<file path="src/design/ooo_pkg.sv">
`default_nettype none

package ooo_pkg;

    // operation encoding, two bits
    typedef enum logic [1:0] {
        op_add   = 2'd0,
        op_sub   = 2'd1,
        op_beq   = 2'd2,
        op_store = 2'd3
    } op_t;

    // operand and result width
    localparam int DATA_W = 32;

    // program counters and store addresses
    localparam int ADDR_W = 32;

    // register name, r0 means no write
    localparam int REG_W = 5;

    // reorder buffer
    localparam int ROB_DEPTH = 8;
    localparam int NICK_W    = 3;
    localparam int ROB_CNT_W = NICK_W + 1;

    // store buffer
    localparam int SB_DEPTH  = 4;
    localparam int SB_PTR_W  = 2;
    localparam int SB_CNT_W  = SB_PTR_W + 1;

    // sequential fetch step
    localparam int PC_STEP = 4;

endpackage

`default_nettype wire

</file>
<file path="src/design/rob.sv">
`default_nettype none

module rob (
    input  logic                       clk,
    input  logic                       rst_n,

    input  logic                       issue_en,
    input  ooo_pkg::op_t               issue_op,
    input  logic [ooo_pkg::REG_W-1:0]  issue_rd,
    input  logic                       issue_pred_taken,
    input  logic                       sb_full,
    output logic                       issue_full,

    output logic                       alloc_en,
    output logic [ooo_pkg::NICK_W-1:0] alloc_nick,

    input  logic                       ex_en,
    input  logic [ooo_pkg::NICK_W-1:0] ex_nick,
    input  logic [ooo_pkg::DATA_W-1:0] ex_data,
    input  logic                       ex_taken,
    input  logic [ooo_pkg::ADDR_W-1:0] ex_next_pc,

    output logic                       store_release,
    input  logic                       store_done,
    input  logic [ooo_pkg::NICK_W-1:0] store_done_nick,

    output logic                       commit_en,
    output logic [ooo_pkg::NICK_W-1:0] commit_nick,
    output logic [ooo_pkg::REG_W-1:0]  commit_rd,
    output logic [ooo_pkg::DATA_W-1:0] commit_data,

    output logic                       redirect_en,
    output logic [ooo_pkg::ADDR_W-1:0] redirect_pc,
    output logic                       flush
);
    import ooo_pkg::*;

    localparam logic [ROB_CNT_W-1:0] ROB_FULL = ROB_CNT_W'(ROB_DEPTH);

    // per-entry control flags
    logic [ROB_DEPTH-1:0] busy;
    logic [ROB_DEPTH-1:0] done;
    logic [ROB_DEPTH-1:0] sent;

    // per-entry payload
    logic              is_store  [ROB_DEPTH];
    logic              pred      [ROB_DEPTH];
    logic              taken     [ROB_DEPTH];
    logic [REG_W-1:0]  rd_q      [ROB_DEPTH];
    logic [DATA_W-1:0] data_q    [ROB_DEPTH];
    logic [ADDR_W-1:0] next_pc_q [ROB_DEPTH];

    logic [NICK_W-1:0]    head;
    logic [NICK_W-1:0]    tail;
    logic [ROB_CNT_W-1:0] count;

    logic rob_full;
    logic retire;

    assign rob_full = (count == ROB_FULL);

    assign issue_full = flush || rob_full || (issue_op == op_store && sb_full);

    assign alloc_en   = issue_en && !issue_full;
    assign alloc_nick = tail;

    // head is a finished non-store
    assign commit_en   = !flush && busy[head] && done[head] && !is_store[head];
    assign commit_nick = head;
    assign commit_rd   = rd_q[head];
    assign commit_data = data_q[head];

    // only beq entries can disagree, pred and taken are 0 for the rest
    assign redirect_en = commit_en && (taken[head] != pred[head]);
    assign redirect_pc = next_pc_q[head];

    assign store_release = !flush && busy[head] && is_store[head] && !sent[head];

    assign retire = commit_en || store_done;

    always_ff @(posedge clk) begin
        if (!rst_n) begin
            busy  <= '0;
            done  <= '0;
            sent  <= '0;
            head  <= '0;
            tail  <= '0;
            count <= '0;
            flush <= 1'b0;
        end else if (flush) begin
            // squash everything younger than the mispredicted branch
            busy  <= '0;
            done  <= '0;
            sent  <= '0;
            head  <= '0;
            tail  <= '0;
            count <= '0;
            flush <= 1'b0;
        end else begin
            flush <= redirect_en;

            if (alloc_en) begin
                busy[tail] <= 1'b1;
                done[tail] <= 1'b0;
                sent[tail] <= 1'b0;
                tail       <= tail + 1'b1;
            end

            if (ex_en) begin
                done[ex_nick] <= 1'b1;
            end

            if (store_release) begin
                sent[head] <= 1'b1;
            end

            if (retire) begin
                busy[head] <= 1'b0;
                done[head] <= 1'b0;
                sent[head] <= 1'b0;
                head       <= head + 1'b1;
            end

            case ({alloc_en, retire})
                2'b10:   count <= count + 1'b1;
                2'b01:   count <= count - 1'b1;
                default: count <= count;
            endcase
        end
    end

    always_ff @(posedge clk) begin
        if (alloc_en) begin
            is_store[tail] <= (issue_op == op_store);
            pred[tail]     <= issue_pred_taken && (issue_op == op_beq);
            rd_q[tail]     <= issue_rd;
        end
        if (ex_en) begin
            data_q[ex_nick]    <= ex_data;
            taken[ex_nick]     <= ex_taken;
            next_pc_q[ex_nick] <= ex_next_pc;
        end
    end

    // results only come back for live entries, and only once
    assert property (@(posedge clk) disable iff (!rst_n || flush)
        ex_en |-> (busy[ex_nick] && !done[ex_nick]));

    // store buffer drains in program order
    assert property (@(posedge clk) disable iff (!rst_n)
        store_done |-> (store_done_nick == head));

endmodule

`default_nettype wire

</file>
<file path="src/design/exec_alu.sv">
`default_nettype none

module exec_alu (
    input  logic                       clk,
    input  logic                       rst_n,
    input  logic                       flush,

    input  logic                       alloc_en,
    input  logic [ooo_pkg::NICK_W-1:0] alloc_nick,

    input  ooo_pkg::op_t               issue_op,
    input  logic [ooo_pkg::ADDR_W-1:0] issue_pc,
    input  logic [ooo_pkg::DATA_W-1:0] issue_a,
    input  logic [ooo_pkg::DATA_W-1:0] issue_b,
    input  logic [ooo_pkg::ADDR_W-1:0] issue_target,

    output logic                       ex_en,
    output logic [ooo_pkg::NICK_W-1:0] ex_nick,
    output logic [ooo_pkg::DATA_W-1:0] ex_data,
    output logic                       ex_taken,
    output logic [ooo_pkg::ADDR_W-1:0] ex_next_pc
);
    import ooo_pkg::*;

    logic              take;
    logic              eq;
    logic              br_taken;
    logic [DATA_W-1:0] result;
    logic [ADDR_W-1:0] next_pc;

    // stores go to the store buffer instead
    assign take = alloc_en && (issue_op != op_store);

    assign eq       = (issue_a == issue_b);
    assign br_taken = (issue_op == op_beq) && eq;
    assign next_pc  = br_taken ? issue_target : issue_pc + ADDR_W'(PC_STEP);

    always_comb begin
        case (issue_op)
            op_add:  result = issue_a + issue_b;
            op_sub:  result = issue_a - issue_b;
            default: result = '0;
        endcase
    end

    always_ff @(posedge clk) begin
        if (!rst_n || flush) begin
            ex_en <= 1'b0;
        end else begin
            ex_en <= take;
        end
    end

    // result stage payload
    always_ff @(posedge clk) begin
        if (take) begin
            ex_nick    <= alloc_nick;
            ex_data    <= result;
            ex_taken   <= br_taken;
            ex_next_pc <= next_pc;
        end
    end

    // nothing enters the result stage while flushing
    assert property (@(posedge clk) disable iff (!rst_n)
        flush |-> !take);

endmodule

`default_nettype wire

</file>
<file path="src/design/store_buffer.sv">
`default_nettype none

module store_buffer (
    input  logic                       clk,
    input  logic                       rst_n,
    input  logic                       flush,

    input  logic                       alloc_en,
    input  logic [ooo_pkg::NICK_W-1:0] alloc_nick,

    input  ooo_pkg::op_t               issue_op,
    input  logic [ooo_pkg::DATA_W-1:0] issue_a,
    input  logic [ooo_pkg::DATA_W-1:0] issue_b,

    output logic                       sb_full,

    input  logic                       store_release,

    output logic                       mem_we,
    output logic [ooo_pkg::ADDR_W-1:0] mem_addr,
    output logic [ooo_pkg::DATA_W-1:0] mem_wdata,

    output logic                       store_done,
    output logic [ooo_pkg::NICK_W-1:0] store_done_nick
);
    import ooo_pkg::*;

    localparam logic [SB_CNT_W-1:0] SB_FULL = SB_CNT_W'(SB_DEPTH);

    // fifo storage
    logic [NICK_W-1:0] nick_q [SB_DEPTH];
    logic [ADDR_W-1:0] addr_q [SB_DEPTH];
    logic [DATA_W-1:0] data_q [SB_DEPTH];

    logic [SB_PTR_W-1:0] wr_ptr;
    logic [SB_PTR_W-1:0] rd_ptr;
    logic [SB_CNT_W-1:0] count;

    logic push;
    logic pop;

    assign push = alloc_en && (issue_op == op_store);
    assign pop  = store_release;

    assign sb_full = (count == SB_FULL);

    always_ff @(posedge clk) begin
        if (!rst_n || flush) begin
            wr_ptr <= '0;
            rd_ptr <= '0;
            count  <= '0;
        end else begin
            if (push) begin
                wr_ptr <= wr_ptr + 1'b1;
            end
            if (pop) begin
                rd_ptr <= rd_ptr + 1'b1;
            end
            case ({push, pop})
                2'b10:   count <= count + 1'b1;
                2'b01:   count <= count - 1'b1;
                default: count <= count;
            endcase
        end
    end

    always_ff @(posedge clk) begin
        if (push) begin
            nick_q[wr_ptr] <= alloc_nick;
            addr_q[wr_ptr] <= ADDR_W'(issue_a);
            data_q[wr_ptr] <= issue_b;
        end
    end

    // write strobe, one cycle after release
    always_ff @(posedge clk) begin
        if (!rst_n) begin
            mem_we <= 1'b0;
        end else begin
            mem_we <= pop;
        end
    end

    always_ff @(posedge clk) begin
        if (pop) begin
            mem_addr        <= addr_q[rd_ptr];
            mem_wdata       <= data_q[rd_ptr];
            store_done_nick <= nick_q[rd_ptr];
        end
    end

    // done pulse is the memory write itself
    assign store_done = mem_we;

    assert property (@(posedge clk) disable iff (!rst_n)
        push |-> !sb_full);

    assert property (@(posedge clk) disable iff (!rst_n)
        pop |-> (count != '0));

endmodule

`default_nettype wire

</file>
<file path="src/design/ooo_core_top.sv">
`default_nettype none

module ooo_core_top (
    input  logic                       clk,
    input  logic                       rst_n,

    input  logic                       issue_en,
    input  ooo_pkg::op_t               issue_op,
    input  logic [ooo_pkg::ADDR_W-1:0] issue_pc,
    input  logic [ooo_pkg::REG_W-1:0]  issue_rd,
    input  logic [ooo_pkg::DATA_W-1:0] issue_a,
    input  logic [ooo_pkg::DATA_W-1:0] issue_b,
    input  logic                       issue_pred_taken,
    input  logic [ooo_pkg::ADDR_W-1:0] issue_target,
    output logic                       issue_full,

    output logic                       commit_en,
    output logic [ooo_pkg::NICK_W-1:0] commit_nick,
    output logic [ooo_pkg::REG_W-1:0]  commit_rd,
    output logic [ooo_pkg::DATA_W-1:0] commit_data,

    output logic                       redirect_en,
    output logic [ooo_pkg::ADDR_W-1:0] redirect_pc,

    output logic                       mem_we,
    output logic [ooo_pkg::ADDR_W-1:0] mem_addr,
    output logic [ooo_pkg::DATA_W-1:0] mem_wdata
);
    import ooo_pkg::*;

    logic              alloc_en;
    logic [NICK_W-1:0] alloc_nick;
    logic              flush;
    logic              sb_full;

    // alu result path
    logic              ex_en;
    logic [NICK_W-1:0] ex_nick;
    logic [DATA_W-1:0] ex_data;
    logic              ex_taken;
    logic [ADDR_W-1:0] ex_next_pc;

    // store release handshake
    logic              store_release;
    logic              store_done;
    logic [NICK_W-1:0] store_done_nick;

    rob u_rob (
        .clk              (clk),
        .rst_n            (rst_n),
        .issue_en         (issue_en),
        .issue_op         (issue_op),
        .issue_rd         (issue_rd),
        .issue_pred_taken (issue_pred_taken),
        .sb_full          (sb_full),
        .issue_full       (issue_full),
        .alloc_en         (alloc_en),
        .alloc_nick       (alloc_nick),
        .ex_en            (ex_en),
        .ex_nick          (ex_nick),
        .ex_data          (ex_data),
        .ex_taken         (ex_taken),
        .ex_next_pc       (ex_next_pc),
        .store_release    (store_release),
        .store_done       (store_done),
        .store_done_nick  (store_done_nick),
        .commit_en        (commit_en),
        .commit_nick      (commit_nick),
        .commit_rd        (commit_rd),
        .commit_data      (commit_data),
        .redirect_en      (redirect_en),
        .redirect_pc      (redirect_pc),
        .flush            (flush)
    );

    exec_alu u_exec_alu (
        .clk          (clk),
        .rst_n        (rst_n),
        .flush        (flush),
        .alloc_en     (alloc_en),
        .alloc_nick   (alloc_nick),
        .issue_op     (issue_op),
        .issue_pc     (issue_pc),
        .issue_a      (issue_a),
        .issue_b      (issue_b),
        .issue_target (issue_target),
        .ex_en        (ex_en),
        .ex_nick      (ex_nick),
        .ex_data      (ex_data),
        .ex_taken     (ex_taken),
        .ex_next_pc   (ex_next_pc)
    );

    store_buffer u_store_buffer (
        .clk             (clk),
        .rst_n           (rst_n),
        .flush           (flush),
        .alloc_en        (alloc_en),
        .alloc_nick      (alloc_nick),
        .issue_op        (issue_op),
        .issue_a         (issue_a),
        .issue_b         (issue_b),
        .sb_full         (sb_full),
        .store_release   (store_release),
        .mem_we          (mem_we),
        .mem_addr        (mem_addr),
        .mem_wdata       (mem_wdata),
        .store_done      (store_done),
        .store_done_nick (store_done_nick)
    );

endmodule

`default_nettype wire

</file>
<file path="config.mk">
export PLATFORM = sky130hd
export DESIGN_NAME = ooo_core_top
export DESIGN_NICKNAME = d
export VERILOG_FILES = /design/src/design/ooo_pkg.sv /design/src/design/rob.sv /design/src/design/exec_alu.sv /design/src/design/store_buffer.sv /design/src/design/ooo_core_top.sv
export SDC_FILE = /design/constraint.sdc
export NUM_CORES = 1
export LEC_CHECK = 0
export BUFFER_PORTS_ARGS = -buffer_cell sky130_fd_sc_hd__buf_2
export CORE_MARGIN = 5
export CORE_UTILIZATION = 50
export DETAILED_ROUTE_END_ITERATION = 10
export HOLD_SLACK_MARGIN = 0.08
export PLACE_DENSITY = 0.68
export SYNTH_ARGS = -nofsm -noshare
export SYNTH_HDL_FRONTEND = slang
export SYNTH_SLANG_ARGS = --single-unit
export TNS_END_PERCENT = 30
</file>
<file path="constraint.sdc">
create_clock -name clk -period 9.2 [get_ports clk]
set_clock_uncertainty 0.2 [all_clocks]
set_input_delay 1.84 -clock clk [delete_from_list [all_inputs] [get_ports clk]]
set_output_delay 1.84 -clock clk [all_outputs]
set_load 0.01 [all_outputs]
</file>
Word-level counts from Yosys, hierarchy flattened

Memories as Yosys holds them, arrays and structs flattened. A register that Yosys moved wholly into a read port is not among the register bits.
Cells that the tools add are included.

ROM bits: 0
Bits of input ports: 139
Output and inout bits: 140
Bits in registers: 112
Memories: 8
Memory bits (writable): 832
Latch bits: 0
Word-level logic and storage cells: 144

Memory list:

| name                  | words | bits a word | read ports | clocked after memory_dff | wr ports | line               | text |
|---|---|---|---|---|---|---|---|
| u_rob.data_q          | 8     | 32          | 1          | 1                        | 1        | rob.sv:50          | `logic [DATA_W-1:0] data_q [ROB_DEPTH];` |
| u_rob.next_pc_q       | 8     | 32          | 1          | 1                        | 1        | rob.sv:51          | `logic [ADDR_W-1:0] next_pc_q [ROB_DEPTH];` |
| u_store_buffer.addr_q | 4     | 32          | 1          | 1                        | 1        | store_buffer.sv:32 | `logic [ADDR_W-1:0] addr_q [SB_DEPTH];` |
| u_store_buffer.data_q | 4     | 32          | 1          | 1                        | 1        | store_buffer.sv:33 | `logic [DATA_W-1:0] data_q [SB_DEPTH];` |
| u_rob.rd_q            | 8     | 5           | 1          | 1                        | 1        | rob.sv:49          | `logic [REG_W-1:0] rd_q [ROB_DEPTH];` |
| u_rob.is_store        | 8     | 1           | 1          | 1                        | 1        | rob.sv:46          | `logic is_store [ROB_DEPTH];` |
| 2 more memories       | --    | --          | --         | --                       | --       | --                 |  |

Order comparisons: 6
Shift operators: 0
Reduce and logical (&&, ||, !) cells: 28
Divide/modulo/power cells: 0
Multiplexer cells: 52
Add/subtract/negate cells: 11
Bitwise operators: 11
Eq/ne operators: 12
$mul: 0

Operators by type and width:

| operator                | count |
|---|---|
| $mux W8                 | 18 |
| $pmux W32 S2            | 1 |
| $and A8 B8 Y8           | 5 |
| $mux W3                 | 12 |
| $add A32 B3 Y32 const B | 1 |
| $add A32 B32 Y32        | 1 |
| $eq A32 B32 Y1          | 1 |
| $mux W32                | 1 |
| $sub A32 B32 Y32        | 1 |
| $or A8 B8 Y8            | 3 |
| $not A8 Y8              | 2 |
| $logic_and A1 B1 Y1     | 15 |
| $lt A3 B4 Y1 const B    | 3 |
| $mux W1                 | 12 |
| $add A3 B1 Y3 const B   | 3 |
| $bmux W1 S3             | 3 |
| $demux W1 S3            | 3 |
| $ge A3 B1 Y1 const B    | 3 |
| $eq A2 B2 Y1 const B    | 4 |
| $pmux W4 S2             | 1 |
| $eq A2 B1 Y1 const B    | 3 |
| $pmux W3 S2             | 1 |
| $logic_not A1 Y1        | 5 |
| $add A2 B1 Y2 const B   | 2 |
| other kinds (12)        | 16 |

Logic depth before layout (Yosys ltp)

Depth in word-level cells: 15
Depth in mapped cells: 16
Mapped depth without buffers: 15

By module

A second synthesis with hierarchy kept.

Cells, all modules: 2354
Area total of the unflattened synthesis: 42253.0 µm²

By module, submodules not included:

| module       | cells an instance | area each (µm²) | seq. area each (µm²) | times used |
|---|---|---|---|---|
| rob          | 1069              | 23495.0         | 18057.3              | 1 |
| store_buffer | 462               | 12115.4         | 10219.8              | 1 |
| exec_alu     | 823               | 6642.6          | 2062.0               | 1 |

Worst setup path after synthesis

No wires, ideal clock.

Path type: input port to flip-flop
From: in issue_op[0]
To: reg u_exec_alu.ex_data[0] (netlist name), enable pin
Path slack: 2.805 ns
Setup time: 0.495 ns
Data arrival time: 5.700 ns
Path buffers: 1
Stages: 6
Required time: 8.505 ns
Path through: clkbuf_1 > nand2_1 > nor3_1 > a211oi_1 > nand2_1 > nor2_1

Word-level cells in the longest chain between the ends: 6
Elaborated cells on any way between the ends: 7
Classes of those cells: eq/ne (2); reduce/logical (5)

RTL lines:

| item                    | line              | text |
|---|---|---|
| start, declared         | ooo_core_top.sv:8 | `input ooo_pkg::op_t issue_op,` |
| $eq A2 B2 Y1            | rob.sv:62         | `assign issue_full = flush \|\| rob_full \|\| (issue_op == op_store && sb_full);` |
| $logic_and A1 B1 Y1     | rob.sv:62         |  |
| $logic_or A1 B1 Y1      | rob.sv:62         |  |
| $logic_not A1 Y1        | rob.sv:64         | `assign alloc_en = issue_en && !issue_full;` |
| $logic_and A1 B1 Y1     | rob.sv:64         |  |
| $logic_and A1 B1 Y1 (*) | exec_alu.sv:32    | `assign take = alloc_en && (issue_op != op_store);` |
| via u_exec_alu.take     | exec_alu.sv:25    | `logic take;` |
| end signal, assigned    | exec_alu.sv:58    | `ex_data <= result;` |
| end, declared           | exec_alu.sv:19    | `output logic [ooo_pkg::DATA_W-1:0] ex_data,` |

The timed path passes the listed nets; every way through them passes the cells marked *.
A chain may end at the register's enable or synchronous reset.

==> reports/metrics.csv <==
stage,metric,value,unit
outcome,status,"complete, no violations",
layout,fillers,6061,
clocking,cts_tree,yes,
route,vias,22000,
synthesis,synth_top_family_by_area,multiplexers,
synthesis,synth_adder_area_share,2.38,%
clocking,numCtsBuffers,102,
synthesis,synthArstFlopShare,0,%
layout,syn_to_final_growth,14.6,%
setup_path,critPathKind,reg2out,
layout,layout_commonest_cell,edfxtp_1,
clocking,cts.sinks,1011,
global_routing,grt.total_usage,20.6,%
power_and_ir_drop,p_leak,16.0,nW
placed_design,gp_congestion,0.870,
synthesis,synth_area,0.0415,mm^2
synthesis,ys_ff_latch,1011,
synthesis,synth-xor-area-share,1.35,%
synthesis,synth_compound_area_share,4.16,%
floorplan,fp.dieW,298,um
synthesis,yosysWarnings,0,
synthesis,synth.area.mux_share,13.6,%
synthesis,synthTopCellsByArea,"edfxtp_1 (70%), mux4_2 (11%), dfxtp_1 (2.3%)",
layout,mostFrequentLayoutCells,"edfxtp_1 (964), buf_2 (278), mux4_2 (208)",
synthesis,ys.flop_type,edfxtp_1,
synthesis,yosysTopAreaCellShare,69.8,%
timing,finalWorstSetupSlack,3.28,ns
clocking,cts_buffer_depth,3,
route,antenna_left,0,
route,first_iter_violations,1909,
synthesis,synth_area_per_cell,17.9,um^2
floorplan,io_pins,279,
global_routing,first_global_vias,22800,
placed_design,io_buffers,278,
floorplan,die-area,0.0888,mm^2
timing,fin_hold_ws,0.269,ns
global_routing,grt_pass1_wl,141000,um
synthesis,synth_edf_count,964,
timing,hold_viol_final,0,
floorplan,die_y,298,um
timing,finalSetupViolCount,0,
global_routing,grt_max_degree,71,
clocking,cts_root_buf,clkbuf_16,
timing,fmax,169,MHz
setup_path,crit_path_end_kind,output port,
synthesis,yosysTopAreaCell,edfxtp_1,
route,wl,92100,um
worst_hold_path,min_from,u_rob.busy[3],
clocking,clkSlewWorstSetupHoldPaths,0.06,ns
worst_hold_path,hp-class,reg2reg,
setup_path,cp-start-kind,flip-flop,
timing,fin_crit,5.92,ns
clocking,cts_hold_buf,0,
timing,worst_slew_pin_slew,1.14,ns
global_routing,overflow,0,
timing,slew_headroom,23.7,%
route,drc,0,
setup_path,arrival,3.88,ns
floorplan,start_util,50.5,%
timing,slew_viol_final,0,
floorplan,coreArea,0.0821,mm^2
synthesis,synthCells,2313,
synthesis,yosys.area_share.simple,4.72,%
floorplan,row_count,105,
placed_design,place_ws,3.27,ns
power_and_ir_drop,power_density,214,mW/mm^2
clocking,postCtsResizedCells,0,
synthesis,syn-num-nets,2529,
route,avgViaCountPerCell,5.81,
flow_run,cap_violations,0,
synthesis,yosysSeqAreaShare,72.1,%
synthesis,synth_cell_types,76,
timing,finalSetupTns,0,ns
placed_design,dp_hpwl,57400,um
setup_path,crit_fanout,49,
setup_path,rrSetupSlack,4.32,ns
timing,min_period_over_period,64.3,%
global_routing,antenna_found_initial,5,
clocking,postCtsSetupBuffers,0,
power_and_ir_drop,vdd_drop_max,0.156,mV
setup_path,cp.required,7.16,ns
route,firstDrtPassIters,7,
route,wl_per_cell,24.4,um
clocking,clk_latency,0.65,ns
layout,num-nets-final,2837,
timing,rsz0062_at_grt,no,
layout,drive_gt1_share,29.1,%
clocking,cts.htree.levels,3,
==> metal layers <==
layer | part of all wire, % | global-route usage (%) | vias to the layer above | routed length, um
li1 | - | - | 9781 | -
met1 | 42 | 28.2 | 11300 | 38300
met2 | 50 | 34.6 | 729 | 46100
met3 | 6.3 | 3.89 | 133 | 5830
met4 | 2.0 | 5.10 | 8 | 1810
met5 | 0.052 | 0 | - | 48
==> cell usage after synthesis (all sizes together) (3+ instances only) <==
master / instances
a211oi: 14
a21boi: 4
a21o: 15
a21oi: 104
a221oi: 3
a22oi: 11
a31o: 3
a31oi: 9
and2: 9
and3: 15
and4: 4
buf: 34
clkbuf: 70
dfxtp: 47
edfxtp: 964
fa: 3
ha: 74
inv: 82
mux2: 77
mux2i: 7
mux4: 208
nand2: 60
nand2b: 12
nand3: 29
nand3b: 6
nand4: 10
nor2: 180
nor2b: 23
nor3: 22
nor3b: 8
nor4: 9
o211ai: 6
o21a: 5
o21ai: 47
o21bai: 11
o22ai: 6
o31ai: 9
or2: 5
or3: 6
or4: 3
xnor2: 39
xor2: 25
==> final cells by class <==
class                           count  area (um^2)  share of cell area, %
Sequential cell                  1011        29900                   63.0
Clock buffer                      129         2730                   5.75
Multi-Input combinational cell   1115        10900                   23.0
Timing Repair Buffer              308         1630                   3.43
Antenna cell                        1         2.50                0.00527
Tap cell                         1070         1340                   2.82
Inverter                           83          312                  0.656
Clock inverter                     64          647                   1.36
==> report_power, final <==
part           internal (mW)  switching [mW]  leakage, nW  total [mW]
clock                   2.44            1.69         1.65        4.14
sequential              5.20          0.0954         9.16        5.29
combinational          0.318           0.433         5.14       0.750
==> flip-flops by register name (all words and copies together) (netlist names), 2 cells and up, named ones only <==
signal and count:
u_rob.rd_q 40, u_store_buffer.wr_ptr 2, u_rob.commit_nick 3, u_store_buffer.mem_addr 32, u_store_buffer.rd_ptr 2, u_rob.is_store 8, u_store_buffer.addr_q 128, u_rob.done 8
u_store_buffer.data_q 128, u_store_buffer.count 3, u_rob.busy 8, u_rob.sent 8, u_rob.taken 8, u_exec_alu.ex_data 32, u_rob.alloc_nick 3, u_rob.pred 8
u_exec_alu.ex_nick 3, u_rob.next_pc_q 256, u_rob.count 4, u_store_buffer.mem_wdata 32, u_exec_alu.ex_next_pc 32, u_rob.data_q 256
==> worst max-delay path, cell delays in order (launching register included) <==
cell	delay (ns)
dfxtp_4	0.82
buf_4	0.74
buf_4	0.71
mux4_2	0.41
mux2_2	0.32
buf_2	0.15
==> path summary, 6_finish.rpt <==
path | to | cells after the start
hold reg to reg | u_rob.busy[3] | 2
hold / removal | u_rob.busy[3] | 2
setup / recovery | redirect_pc[0] | 5
setup reg to reg | u_rob.count[2] | 14
==> per-stage QoR <==
step	power [mW]	instances	util, %	instance area, um^2
floorplan	5.85	2313	-	41500
global placement	6.12	3587	53.7	44100
global route	10.6	3780	57.9	47500
detailed placement	6.15	3587	53.7	44100
CTS	10.3	3780	57.9	47500
finish	10.2	3781	57.9	47500
==> cells by family after synthesis <==
logic type	count (synthesis)
adders and majority gates	77
DFF	1011
AOI/OAI and AO/OA	274
and+or+nand+nor	408
buffers and inverters	187
muxes	292
xor gates and xnor gates	64
Power figures use the tool's default switching activity.
